===== src/common/lenet_arith_pkg.sv =====
package lenet_arith_pkg;

    //////////////////////////////////////////////////
    // Data widths
    //////////////////////////////////////////////////

    localparam int DATA_W = 8;
    localparam int PROD_W = 2 * DATA_W;

    typedef logic [DATA_W-1:0] data_t; // Pixel or weight.
    typedef logic [PROD_W-1:0] prod_t; // Approximate product.

    // Largest output pixel, the saturation ceiling.
    localparam data_t DATA_MAX = {DATA_W{1'b1}};

    //////////////////////////////////////////////////
    // Command opcodes on the input stream
    //////////////////////////////////////////////////

    typedef enum logic [1:0] {
        OP_WEIGHT  = 2'd0, // Next kernel weight.
        OP_PIXEL   = 2'd1, // Next window pixel.
        OP_RESTART = 2'd2  // Clear weight and tap counters.
    } cmd_op_t;

endpackage


===== src/common/lenet_ctrl_pkg.sv =====
package lenet_ctrl_pkg;

    //////////////////////////////////////////////////
    // Sequencer state
    //////////////////////////////////////////////////

    typedef enum logic {
        ST_WEIGHTS = 1'b0, // Kernel still incomplete.
        ST_PIXELS  = 1'b1  // Kernel loaded, windows accepted.
    } seq_state_t;

    //////////////////////////////////////////////////
    // Width helpers
    //////////////////////////////////////////////////

    // Bits needed to index taps 0 .. taps-1, never less than one.
    function automatic int tap_idx_w(input int taps);
        if (taps > 1) begin
            return $clog2(taps);
        end
        return 1;
    endfunction

endpackage


===== src/conv/kernel_store.sv =====
`timescale 1ns/1ns

module kernel_store
    import lenet_arith_pkg::*;
    import lenet_ctrl_pkg::*;
#(
    parameter  int KERNEL_TAPS = 25,
    localparam int TAP_W       = tap_idx_w(KERNEL_TAPS)
) (
    input  logic             clk,
    input  logic             reset,
    input  logic             wr_en,
    input  logic [TAP_W-1:0] wr_addr,
    input  data_t            wr_data,
    input  logic [TAP_W-1:0] rd_addr,
    input  logic             rd_en,
    output data_t            rd_data
);

    data_t weights [KERNEL_TAPS];

    //////////////////////////////////////////////////
    // Write port
    //////////////////////////////////////////////////

    always_ff @(posedge clk) begin
        if (reset) begin
            for (int i = 0; i < KERNEL_TAPS; i++) begin
                weights[i] <= '0;
            end
        end else if (wr_en) begin
            weights[wr_addr] <= wr_data;
        end
    end

    //////////////////////////////////////////////////
    // Registered read port
    //////////////////////////////////////////////////

    // Holds its value while the pipeline is stalled.
    always_ff @(posedge clk) begin
        if (rd_en) begin
            rd_data <= weights[rd_addr];
        end
    end

    // Sequencer counters must stay inside the kernel.
    assert property (@(posedge clk) disable iff (reset)
        wr_en |-> (int'(wr_addr) < KERNEL_TAPS))
        else $error("kernel_store: write address out of range");

    assert property (@(posedge clk) disable iff (reset)
        rd_en |-> (int'(rd_addr) < KERNEL_TAPS))
        else $error("kernel_store: read address out of range");

endmodule


===== src/conv/mac_pipeline.sv =====
`timescale 1ns/1ns

module mac_pipeline
    import lenet_arith_pkg::*;
    import lenet_ctrl_pkg::*;
#(
    parameter  int KERNEL_TAPS = 25,
    parameter  int OUT_SHIFT   = 8,
    localparam int ACC_W       = PROD_W + tap_idx_w(KERNEL_TAPS)
) (
    input  logic  clk,
    input  logic  reset,
    input  logic  pix_valid,
    input  data_t pix_data,
    input  logic  pix_last, // Without pix_valid it drops the partial sum.
    input  data_t weight,
    input  logic  out_ready,
    output logic  advance,
    output logic  out_valid,
    output data_t out_data
);

    // Whole pipeline moves unless a result is stuck in the buffer.
    assign advance = !out_valid || out_ready;

    //////////////////////////////////////////////////
    // Stage 1: pixel register
    //////////////////////////////////////////////////

    logic  s1_valid;
    logic  s1_last;
    data_t s1_pix;

    always_ff @(posedge clk) begin
        if (reset) begin
            s1_valid <= 1'b0;
            s1_last  <= 1'b0;
        end else if (advance) begin
            s1_valid <= pix_valid;
            s1_last  <= pix_last;
        end
    end

    always_ff @(posedge clk) begin
        if (advance) begin
            s1_pix <= pix_data;
        end
    end

    // Weight arrives from kernel_store in the same cycle.
    prod_t product;

    approx_mult_8x8 mult_i (
        .x (weight),
        .y (s1_pix),
        .z (product)
    );

    //////////////////////////////////////////////////
    // Stage 2: accumulator
    //////////////////////////////////////////////////

    logic [ACC_W-1:0] acc;
    logic [ACC_W-1:0] acc_base;
    logic             s2_done; // acc holds a complete window.

    assign acc_base = s2_done ? '0 : acc; // Next window starts fresh.

    always_ff @(posedge clk) begin
        if (reset) begin
            acc     <= '0;
            s2_done <= 1'b0;
        end else if (advance) begin
            s2_done <= s1_valid && s1_last;
            if (s1_valid) begin
                acc <= acc_base + ACC_W'(product);
            end else if (s2_done || s1_last) begin
                acc <= '0; // Restart marker or idle after a window.
            end
        end
    end

    //////////////////////////////////////////////////
    // Stage 3: requantize and output buffer
    //////////////////////////////////////////////////

    logic [ACC_W-1:0] shifted;
    data_t            sat_data;

    assign shifted  = acc >> OUT_SHIFT;
    assign sat_data = (shifted > ACC_W'(DATA_MAX)) ? DATA_MAX : data_t'(shifted);

    always_ff @(posedge clk) begin
        if (reset) begin
            out_valid <= 1'b0;
        end else if (advance) begin
            out_valid <= s2_done;
        end
    end

    always_ff @(posedge clk) begin
        if (advance && s2_done) begin
            out_data <= sat_data;
        end
    end

    // A waiting result must not change or vanish.
    assert property (@(posedge clk) disable iff (reset)
        (out_valid && !out_ready) |=> (out_valid && $stable(out_data)))
        else $error("mac_pipeline: output changed while stalled");

endmodule


===== src/conv/window_sequencer.sv =====
`timescale 1ns/1ns

module window_sequencer
    import lenet_arith_pkg::*;
    import lenet_ctrl_pkg::*;
#(
    parameter  int KERNEL_TAPS = 25,
    localparam int TAP_W       = tap_idx_w(KERNEL_TAPS)
) (
    input  logic             clk,
    input  logic             reset,
    input  logic             in_valid,
    input  cmd_op_t          in_op,
    input  data_t            in_data,
    output logic             in_ready,
    input  logic             advance,
    output logic             wr_en,
    output logic [TAP_W-1:0] wr_addr,
    output data_t            wr_data,
    output logic [TAP_W-1:0] rd_addr,
    output logic             rd_en,
    output logic             pix_valid,
    output data_t            pix_data,
    output logic             pix_last,
    output logic             err_pixel
);

    localparam logic [TAP_W-1:0] LAST_TAP = TAP_W'(KERNEL_TAPS - 1);

    seq_state_t       state;
    logic [TAP_W-1:0] wt_cnt;
    logic [TAP_W-1:0] tap_cnt;

    //////////////////////////////////////////////////
    // Command decode
    //////////////////////////////////////////////////

    logic accept;
    logic is_weight;
    logic is_pixel;
    logic is_restart;

    assign in_ready   = advance;
    assign accept     = in_valid && in_ready;
    assign is_weight  = accept && (in_op == OP_WEIGHT);
    assign is_pixel   = accept && (in_op == OP_PIXEL);
    assign is_restart = accept && (in_op == OP_RESTART);

    // Weights only load while the kernel is incomplete.
    assign wr_en   = is_weight && (state == ST_WEIGHTS);
    assign wr_addr = wt_cnt;
    assign wr_data = in_data;

    assign pix_valid = is_pixel && (state == ST_PIXELS);
    assign pix_data  = in_data;
    assign rd_addr   = tap_cnt;
    assign rd_en     = pix_valid;

    // Restart goes out as a bare last flag to drop the partial sum.
    assign pix_last = (pix_valid && (tap_cnt == LAST_TAP)) || is_restart;

    //////////////////////////////////////////////////
    // State and counters
    //////////////////////////////////////////////////

    always_ff @(posedge clk) begin
        if (reset) begin
            state     <= ST_WEIGHTS;
            wt_cnt    <= '0;
            tap_cnt   <= '0;
            err_pixel <= 1'b0;
        end else begin
            err_pixel <= is_pixel && (state == ST_WEIGHTS); // Pixel dropped.
            if (is_restart) begin
                state   <= ST_WEIGHTS;
                wt_cnt  <= '0;
                tap_cnt <= '0;
            end else if (wr_en) begin
                if (wt_cnt == LAST_TAP) begin
                    wt_cnt <= '0;
                    state  <= ST_PIXELS; // Kernel complete.
                end else begin
                    wt_cnt <= wt_cnt + 1'b1;
                end
            end else if (pix_valid) begin
                tap_cnt <= (tap_cnt == LAST_TAP) ? '0 : tap_cnt + 1'b1;
            end
        end
    end

    // Pixels only flow once every weight is in.
    assert property (@(posedge clk) disable iff (reset)
        pix_valid |-> (wt_cnt == '0))
        else $error("window_sequencer: pixel issued with kernel partly loaded");

    // A stalled command must wait unchanged.
    assert property (@(posedge clk) disable iff (reset)
        (in_valid && !in_ready) |=> (in_valid && $stable(in_op) && $stable(in_data)))
        else $error("window_sequencer: input command changed while stalled");

endmodule


===== src/verilog/approx_mult_8x8.sv =====
`timescale 1ns/1ns

module approx_mult_8x8
    import lenet_arith_pkg::*;
(
    input  data_t x, // Weight.
    input  data_t y, // Pixel.
    output prod_t z
);

    //////////////////////////////////////////////////
    // Partial products, one row per weight bit
    //////////////////////////////////////////////////

    data_t pp [8];

    always_comb begin
        for (int i = 0; i < 8; i++) begin
            pp[i] = y & {8{x[i]}};
        end
    end

    //////////////////////////////////////////////////
    // Compressed rows for weight bits 0 to 5
    //////////////////////////////////////////////////

    logic [12:0] cmp_a;
    logic [12:0] cmp_b;
    logic [12:0] cmp_c;
    logic [12:0] cmp_d;
    logic [12:0] cmp_e;

    // Listed from bit 12 down to bit 0.
    assign cmp_a = {
        pp[4][7] & pp[5][6],
        pp[4][6] & pp[5][5],
        pp[2][7] & pp[3][6],
        pp[2][7] | pp[3][6],
        pp[1][7],
        pp[0][7] | pp[1][6],
        pp[2][4] | pp[3][3],
        1'b0,
        pp[2][1] & pp[3][0],
        pp[0][3] | pp[1][2],
        pp[0][1] | pp[1][0],
        2'b00
    };

    assign cmp_b = {
        pp[5][7],
        pp[4][7] ^ pp[5][6],
        pp[3][7],
        pp[4][4] & pp[5][3],
        pp[2][5] & pp[3][4],
        pp[2][5] ^ pp[3][4],
        7'b0
    };

    assign cmp_c = {
        2'b00,
        pp[4][5] & pp[5][4],
        pp[4][5] ^ pp[5][4],
        pp[2][6] | pp[3][5],
        pp[4][2] | pp[5][1],
        7'b0
    };

    assign cmp_d = {
        2'b00,
        pp[4][6] ^ pp[5][5],
        1'b0,
        pp[4][3] | pp[5][2],
        8'b0
    };

    assign cmp_e = {
        4'b0,
        pp[4][4] ^ pp[5][3], // Lone term at bit 8.
        8'b0
    };

    //////////////////////////////////////////////////
    // Final sum
    //////////////////////////////////////////////////

    logic [15:0] row_6;
    logic [15:0] row_7;
    logic [15:0] cmp_sum;

    assign row_6 = {2'b00, pp[6], 6'b0}; // Exact rows for bits 6 and 7.
    assign row_7 = {1'b0, pp[7], 7'b0};

    assign cmp_sum = 16'(cmp_a) + 16'(cmp_b) + 16'(cmp_c) + 16'(cmp_d) + 16'(cmp_e);

    assign z = prod_t'(row_6 + row_7 + cmp_sum);

endmodule


===== src/verilog/conv_engine_top.sv =====
`timescale 1ns/1ns

module conv_engine_top
    import lenet_arith_pkg::*;
    import lenet_ctrl_pkg::*;
#(
    parameter int KERNEL_TAPS = 25,
    parameter int OUT_SHIFT   = 8
) (
    input  logic    clk,
    input  logic    reset,
    input  logic    in_valid,
    input  cmd_op_t in_op,
    input  data_t   in_data,
    input  logic    out_ready,
    output logic    in_ready,
    output logic    out_valid,
    output data_t   out_data,
    output logic    err_pixel
);

    localparam int TAP_W = tap_idx_w(KERNEL_TAPS);

    logic             wr_en;
    logic [TAP_W-1:0] wr_addr;
    data_t            wr_data;
    logic [TAP_W-1:0] rd_addr;
    logic             rd_en;
    data_t            rd_data;
    logic             pix_valid;
    data_t            pix_data;
    logic             pix_last;
    logic             advance;

    //////////////////////////////////////////////////
    // Command decode and counters
    //////////////////////////////////////////////////

    window_sequencer #(
        .KERNEL_TAPS (KERNEL_TAPS)
    ) window_sequencer_i (
        .clk       (clk),
        .reset     (reset),
        .in_valid  (in_valid),
        .in_op     (in_op),
        .in_data   (in_data),
        .in_ready  (in_ready),
        .advance   (advance),
        .wr_en     (wr_en),
        .wr_addr   (wr_addr),
        .wr_data   (wr_data),
        .rd_addr   (rd_addr),
        .rd_en     (rd_en),
        .pix_valid (pix_valid),
        .pix_data  (pix_data),
        .pix_last  (pix_last),
        .err_pixel (err_pixel)
    );

    kernel_store #(
        .KERNEL_TAPS (KERNEL_TAPS)
    ) kernel_store_i (
        .clk     (clk),
        .reset   (reset),
        .wr_en   (wr_en),
        .wr_addr (wr_addr),
        .wr_data (wr_data),
        .rd_addr (rd_addr),
        .rd_en   (rd_en),
        .rd_data (rd_data)
    );

    //////////////////////////////////////////////////
    // Datapath
    //////////////////////////////////////////////////

    mac_pipeline #(
        .KERNEL_TAPS (KERNEL_TAPS),
        .OUT_SHIFT   (OUT_SHIFT)
    ) mac_pipeline_i (
        .clk       (clk),
        .reset     (reset),
        .pix_valid (pix_valid),
        .pix_data  (pix_data),
        .pix_last  (pix_last),
        .weight    (rd_data),
        .out_ready (out_ready),
        .advance   (advance),
        .out_valid (out_valid),
        .out_data  (out_data)
    );

endmodule

===== config.mk =====
export PLATFORM = sky130hd
export DESIGN_NAME = conv_engine_top
export DESIGN_NICKNAME = d
export VERILOG_FILES = /design/src/common/lenet_arith_pkg.sv /design/src/common/lenet_ctrl_pkg.sv /design/src/conv/kernel_store.sv /design/src/conv/mac_pipeline.sv /design/src/conv/window_sequencer.sv /design/src/verilog/approx_mult_8x8.sv /design/src/verilog/conv_engine_top.sv
export SDC_FILE = /design/constraint.sdc
export NUM_CORES = 1
export LEC_CHECK = 0
export BUFFER_PORTS_ARGS = -buffer_cell sky130_fd_sc_hd__buf_4
export CAP_MARGIN = 10
export CELL_PAD_IN_SITES_DETAIL_PLACEMENT = 2
export CELL_PAD_IN_SITES_GLOBAL_PLACEMENT = 2
export CORE_UTILIZATION = 40
export DETAILED_ROUTE_END_ITERATION = 10
export PLACE_DENSITY = 0.75
export SYNTH_ARGS = -nofsm -noshare
export SYNTH_HDL_FRONTEND = slang
export SYNTH_SLANG_ARGS = --single-unit

===== constraint.sdc =====
create_clock -name clk -period 10.05 [get_ports clk]
set_input_delay 2.01 -clock clk [delete_from_list [all_inputs] [get_ports clk]]
set_output_delay 2.01 -clock clk [all_outputs]
set_load 0.05 [all_outputs]

==> results.md <==
* Die area at 39,700 µm²
* Mean Syn Cell Area at 14.1 µm²
* Antenna-violating nets left at 0
* TritonCTS clock tree: yes
* Crit path kind: reg2reg
* Net switching power at 0.690 mW
* Gr ovfl total at 0
* Longest Clk Path Bufs at 3
* Sink Count at 315
* Seq/Total Area, Yosys at 58.5%
* WL per Instance at 25.7 µm
* Pwr dens at 170 nW/µm²
* Hold Buf Count CTS at 0
* GR Util All Layers at 22.5%
* Largest net degree at the start of global routing at 69
* Netlist cell types at 55
* FMAX at 167 MHz
* Fin cells at 1,655
* First-pass GRT wire length at 64,800 µm
* Post_cts resized at 0
* CTS buffer count at 37
* Post-route DRC at 0
* Post-synth ARST share at 0%
* Unrepaired setup endpoints after global routing: false
* IR Drop Worst-Case VDD at 0.145 mV
* H-tree depth at 2
* Register clock-pin slew on the reported worst setup and hold paths at 60 ps
* Setup repair bufs after CTS at 0
* Pre-CTS setup slack at 4030 ps
* Tcrit/Tclk final at 59.6%
* Seq pwr share at 50.0%
* Top Ports at 25
* Max_cap viols at 0
* Area grow syn2layout at 11.1%
* Die X at 199 µm
* Drt via density at 5.51
* Fin. Hold Viols at 0
* FP Rows at 71
* Share of cells above drive strength 1 at 17.3%
* Critical path arrival at 6410 ps
* Switching Share at 23.5%
* Core area at 38,000 µm²
* Main flop type after synthesis: edfxtp_1
* Yosys warns at 0
* 1st-iter DRT viols at 502
* Setup_tns at 0 ps
* Clk_lat worst skew at 550 ps
* Worst Tran Pin Value at 1060 ps
* Setup violations, final at 0
* Cell count after synthesis at 1,102
* Hpwl dp at 28,100 µm
* Worst Setup Start Kind: flop
* Slew Limit Fails at 0
* Crit Path Max Fanout at 7
* Gate power share at 7.6%
* Commonest cells after routing, fill and taps aside: 280 x edfxtp_1, 224 x and2_1, 80 x mux4_2, 58 x nor2_1, 45 x nand2_1
* Worst Clk Skew at 16.2 ps
* Worst setup startpoint: mac_pipeline_i.s1_pix[4]
* Commonest non-fill, non-tap cell in the layout: edfxtp_1
* Post-Syn Area at 15,600 µm²
* Setup crit end kind: flop
* Die height at 199 µm
* Hold_sp: mac_pipeline_i.acc[4]
* Syn nets at 1,181
* Routability cong. at 0.797
* Placed insts at 1,587
* Initial Util at 41.0%
* Status: finished clean
* Fill cell count at 3,763
* FF-to-FF Start: mac_pipeline_i.s1_pix[4]
* Internal Power at 2.25 mW
* Vias at 9,114
* Nets at 1,195
* Slew Limit Headroom at 29.5%
* Pleak at 6.23 nW
* # port buffers at 24
* N_diodes at 0
* Worst hold path type: reg2reg
* Initial antenna violation count at 1
* Fin worst setup slack at 4060 ps
* Post-synth EDFFs at 280
* TritonRoute pass-1 iters at 5
* Total Wirelength at 42,600 µm
* Crit path required time at 10,470 ps
* Synth Register Bits at 315
* Tmin final at 5990 ps
* Number of global-route vias before repair at 10,300
* Power share of the clock group at 42.5%
* Clk root buf: clkbuf_16
kinds of logic after synthesis:
| kind of cell | Yosys count | synth area share (%) |
|---|---|---|
| adder cells (fa/ha/maj) | 65 | 6.23 |
| AND/OR/NAND/NOR | 440 | 16.1 |
| multiplexers | 89 | 12.2 |
| buffers and inverters | 92 | 2.44 |
| XOR/XNOR | 25 | 1.41 |
| flip-flops | 315 | 58.5 |
| AO/OA/AOI/OAI | 76 | 3.13 |
synthesized netlist by cell type (4+ instances only):
cell / number / area share (%)
a21oi_1: 26 / 0.84
buf_2: 4 / 0.13
and2_1: 224 / 9.0
a21o_1: 4 / 0.19
nand3_1: 14 / 0.45
a22o_1: 6 / 0.34
and3_1: 4 / 0.16
nand4_1: 7 / 0.28
clkbuf_1: 40 / 0.96
buf_6: 4 / 0.29
nor2b_1: 23 / 0.92
fa_1: 21 / 2.7
or2_2: 27 / 1.1
a311oi_1: 4 / 0.22
xnor2_1: 11 / 0.62
o21ai_0: 10 / 0.32
buf_1: 6 / 0.14
nor3_1: 5 / 0.16
inv_1: 37 / 0.89
nand2_1: 45 / 1.1
dfxtp_1: 35 / 4.5
edfxtp_1: 280 / 54
ha_1: 44 / 3.5
nand3b_1: 5 / 0.24
nand2b_1: 5 / 0.20
mux2_2: 8 / 0.58
or3_1: 10 / 0.40
mux4_2: 80 / 12
nor2_1: 58 / 1.4
xor2_1: 14 / 0.79
path summary, 6_finish.rpt:
path / depth (start not counted) / slack, ps / endpoint
max: 22 / 4060 / mac_pipeline_i.acc[16]
min: 2 / 460 / mac_pipeline_i.acc[4]
max reg2reg: 22 / 4060 / mac_pipeline_i.acc[16]
min reg2reg: 2 / 460 / mac_pipeline_i.acc[4]
state kept, by name, indices dropped and copies added, names as in the netlist:
register / cells
window_sequencer_i.state: 1
mac_pipeline_i.s1_pix: 8
kernel_store_i.rd_data: 8
mac_pipeline_i.s1_valid: 1
mac_pipeline_i.acc: 19
mac_pipeline_i.s2_done: 1
mac_pipeline_i.s1_last: 1
mac_pipeline_i.out_data: 8
kernel_store_i.weights: 256
window_sequencer_i.wr_addr: 5
window_sequencer_i.rd_addr: 5
window_sequencer_i.err_pixel: 1
mac_pipeline_i.out_valid: 1
critical path: stages (launching register included):
cell and delay [ps]:
edfxtp_1 480, and2_1 210, ha_1 200, fa_1 500, fa_1 490, inv_1 50, fa_1 530, inv_1 40
ha_1 170, ha_1 210, fa_1 420, a21oi_1 160, nor2_1 50, nor2_1 160, o21bai_1 90, a21oi_1 180
xnor2_1 100, ha_1 400, a21oi_1 310, inv_1 80, a311oi_1 630, a21oi_1 110, a211o_1 300
final cells by class:
class / instances / area (µm²) / share of cell area, %
flip-flops and latches: 315 / 9110 / 52.7
multi-input cells: 695 / 6080 / 35.2
clock buffers: 52 / 1020 / 5.92
well taps: 511 / 639 / 3.70
repair buffers: 29 / 215 / 1.24
inverters: 38 / 143 / 0.824
clock inverters: 15 / 82.6 / 0.477
per-layer routing:
| layer | GRT usage, % | part of all wire, % | vias to the layer above | wire, µm |
|---|---|---|---|---|
| li1 | - | - | 4067 | - |
| met5 | 0 | 0.019 | - | 8 |
| met3 | 3.56 | 4.2 | 69 | 1780 |
| met1 | 28.3 | 42 | 4779 | 17800 |
| met4 | 7.38 | 2.9 | 2 | 1240 |
| met2 | 39.5 | 51 | 197 | 21800 |
power groups by stage:
stage / logic, mW / registers, mW / clock network, mW
6_report: 0.223 / 1.47 / 1.25
5_1_grt: 0.248 / 1.47 / 1.31
4_1_cts: 0.229 / 1.47 / 1.27
3_5_place_dp: 0.227 / 1.50 / 0
3_3_place_gp: 0.219 / 1.49 / 0
2_1_floorplan: 0.151 / 1.49 / 0
stage by stage:
stage          cell area, µm²  hold slack (ps)  power [mW]  utilization, %
6_report                17300              456        2.94            45.5
5_1_grt                 17300              476        3.03            45.5
4_1_cts                 17300              456        2.97            45.5
3_5_place_dp            16200              448        1.72            42.6
3_3_place_gp            16200              433        1.71            42.6
2_1_floorplan           15600              427        1.64               -
Note: power is estimated with default switching activity, not from simulation.
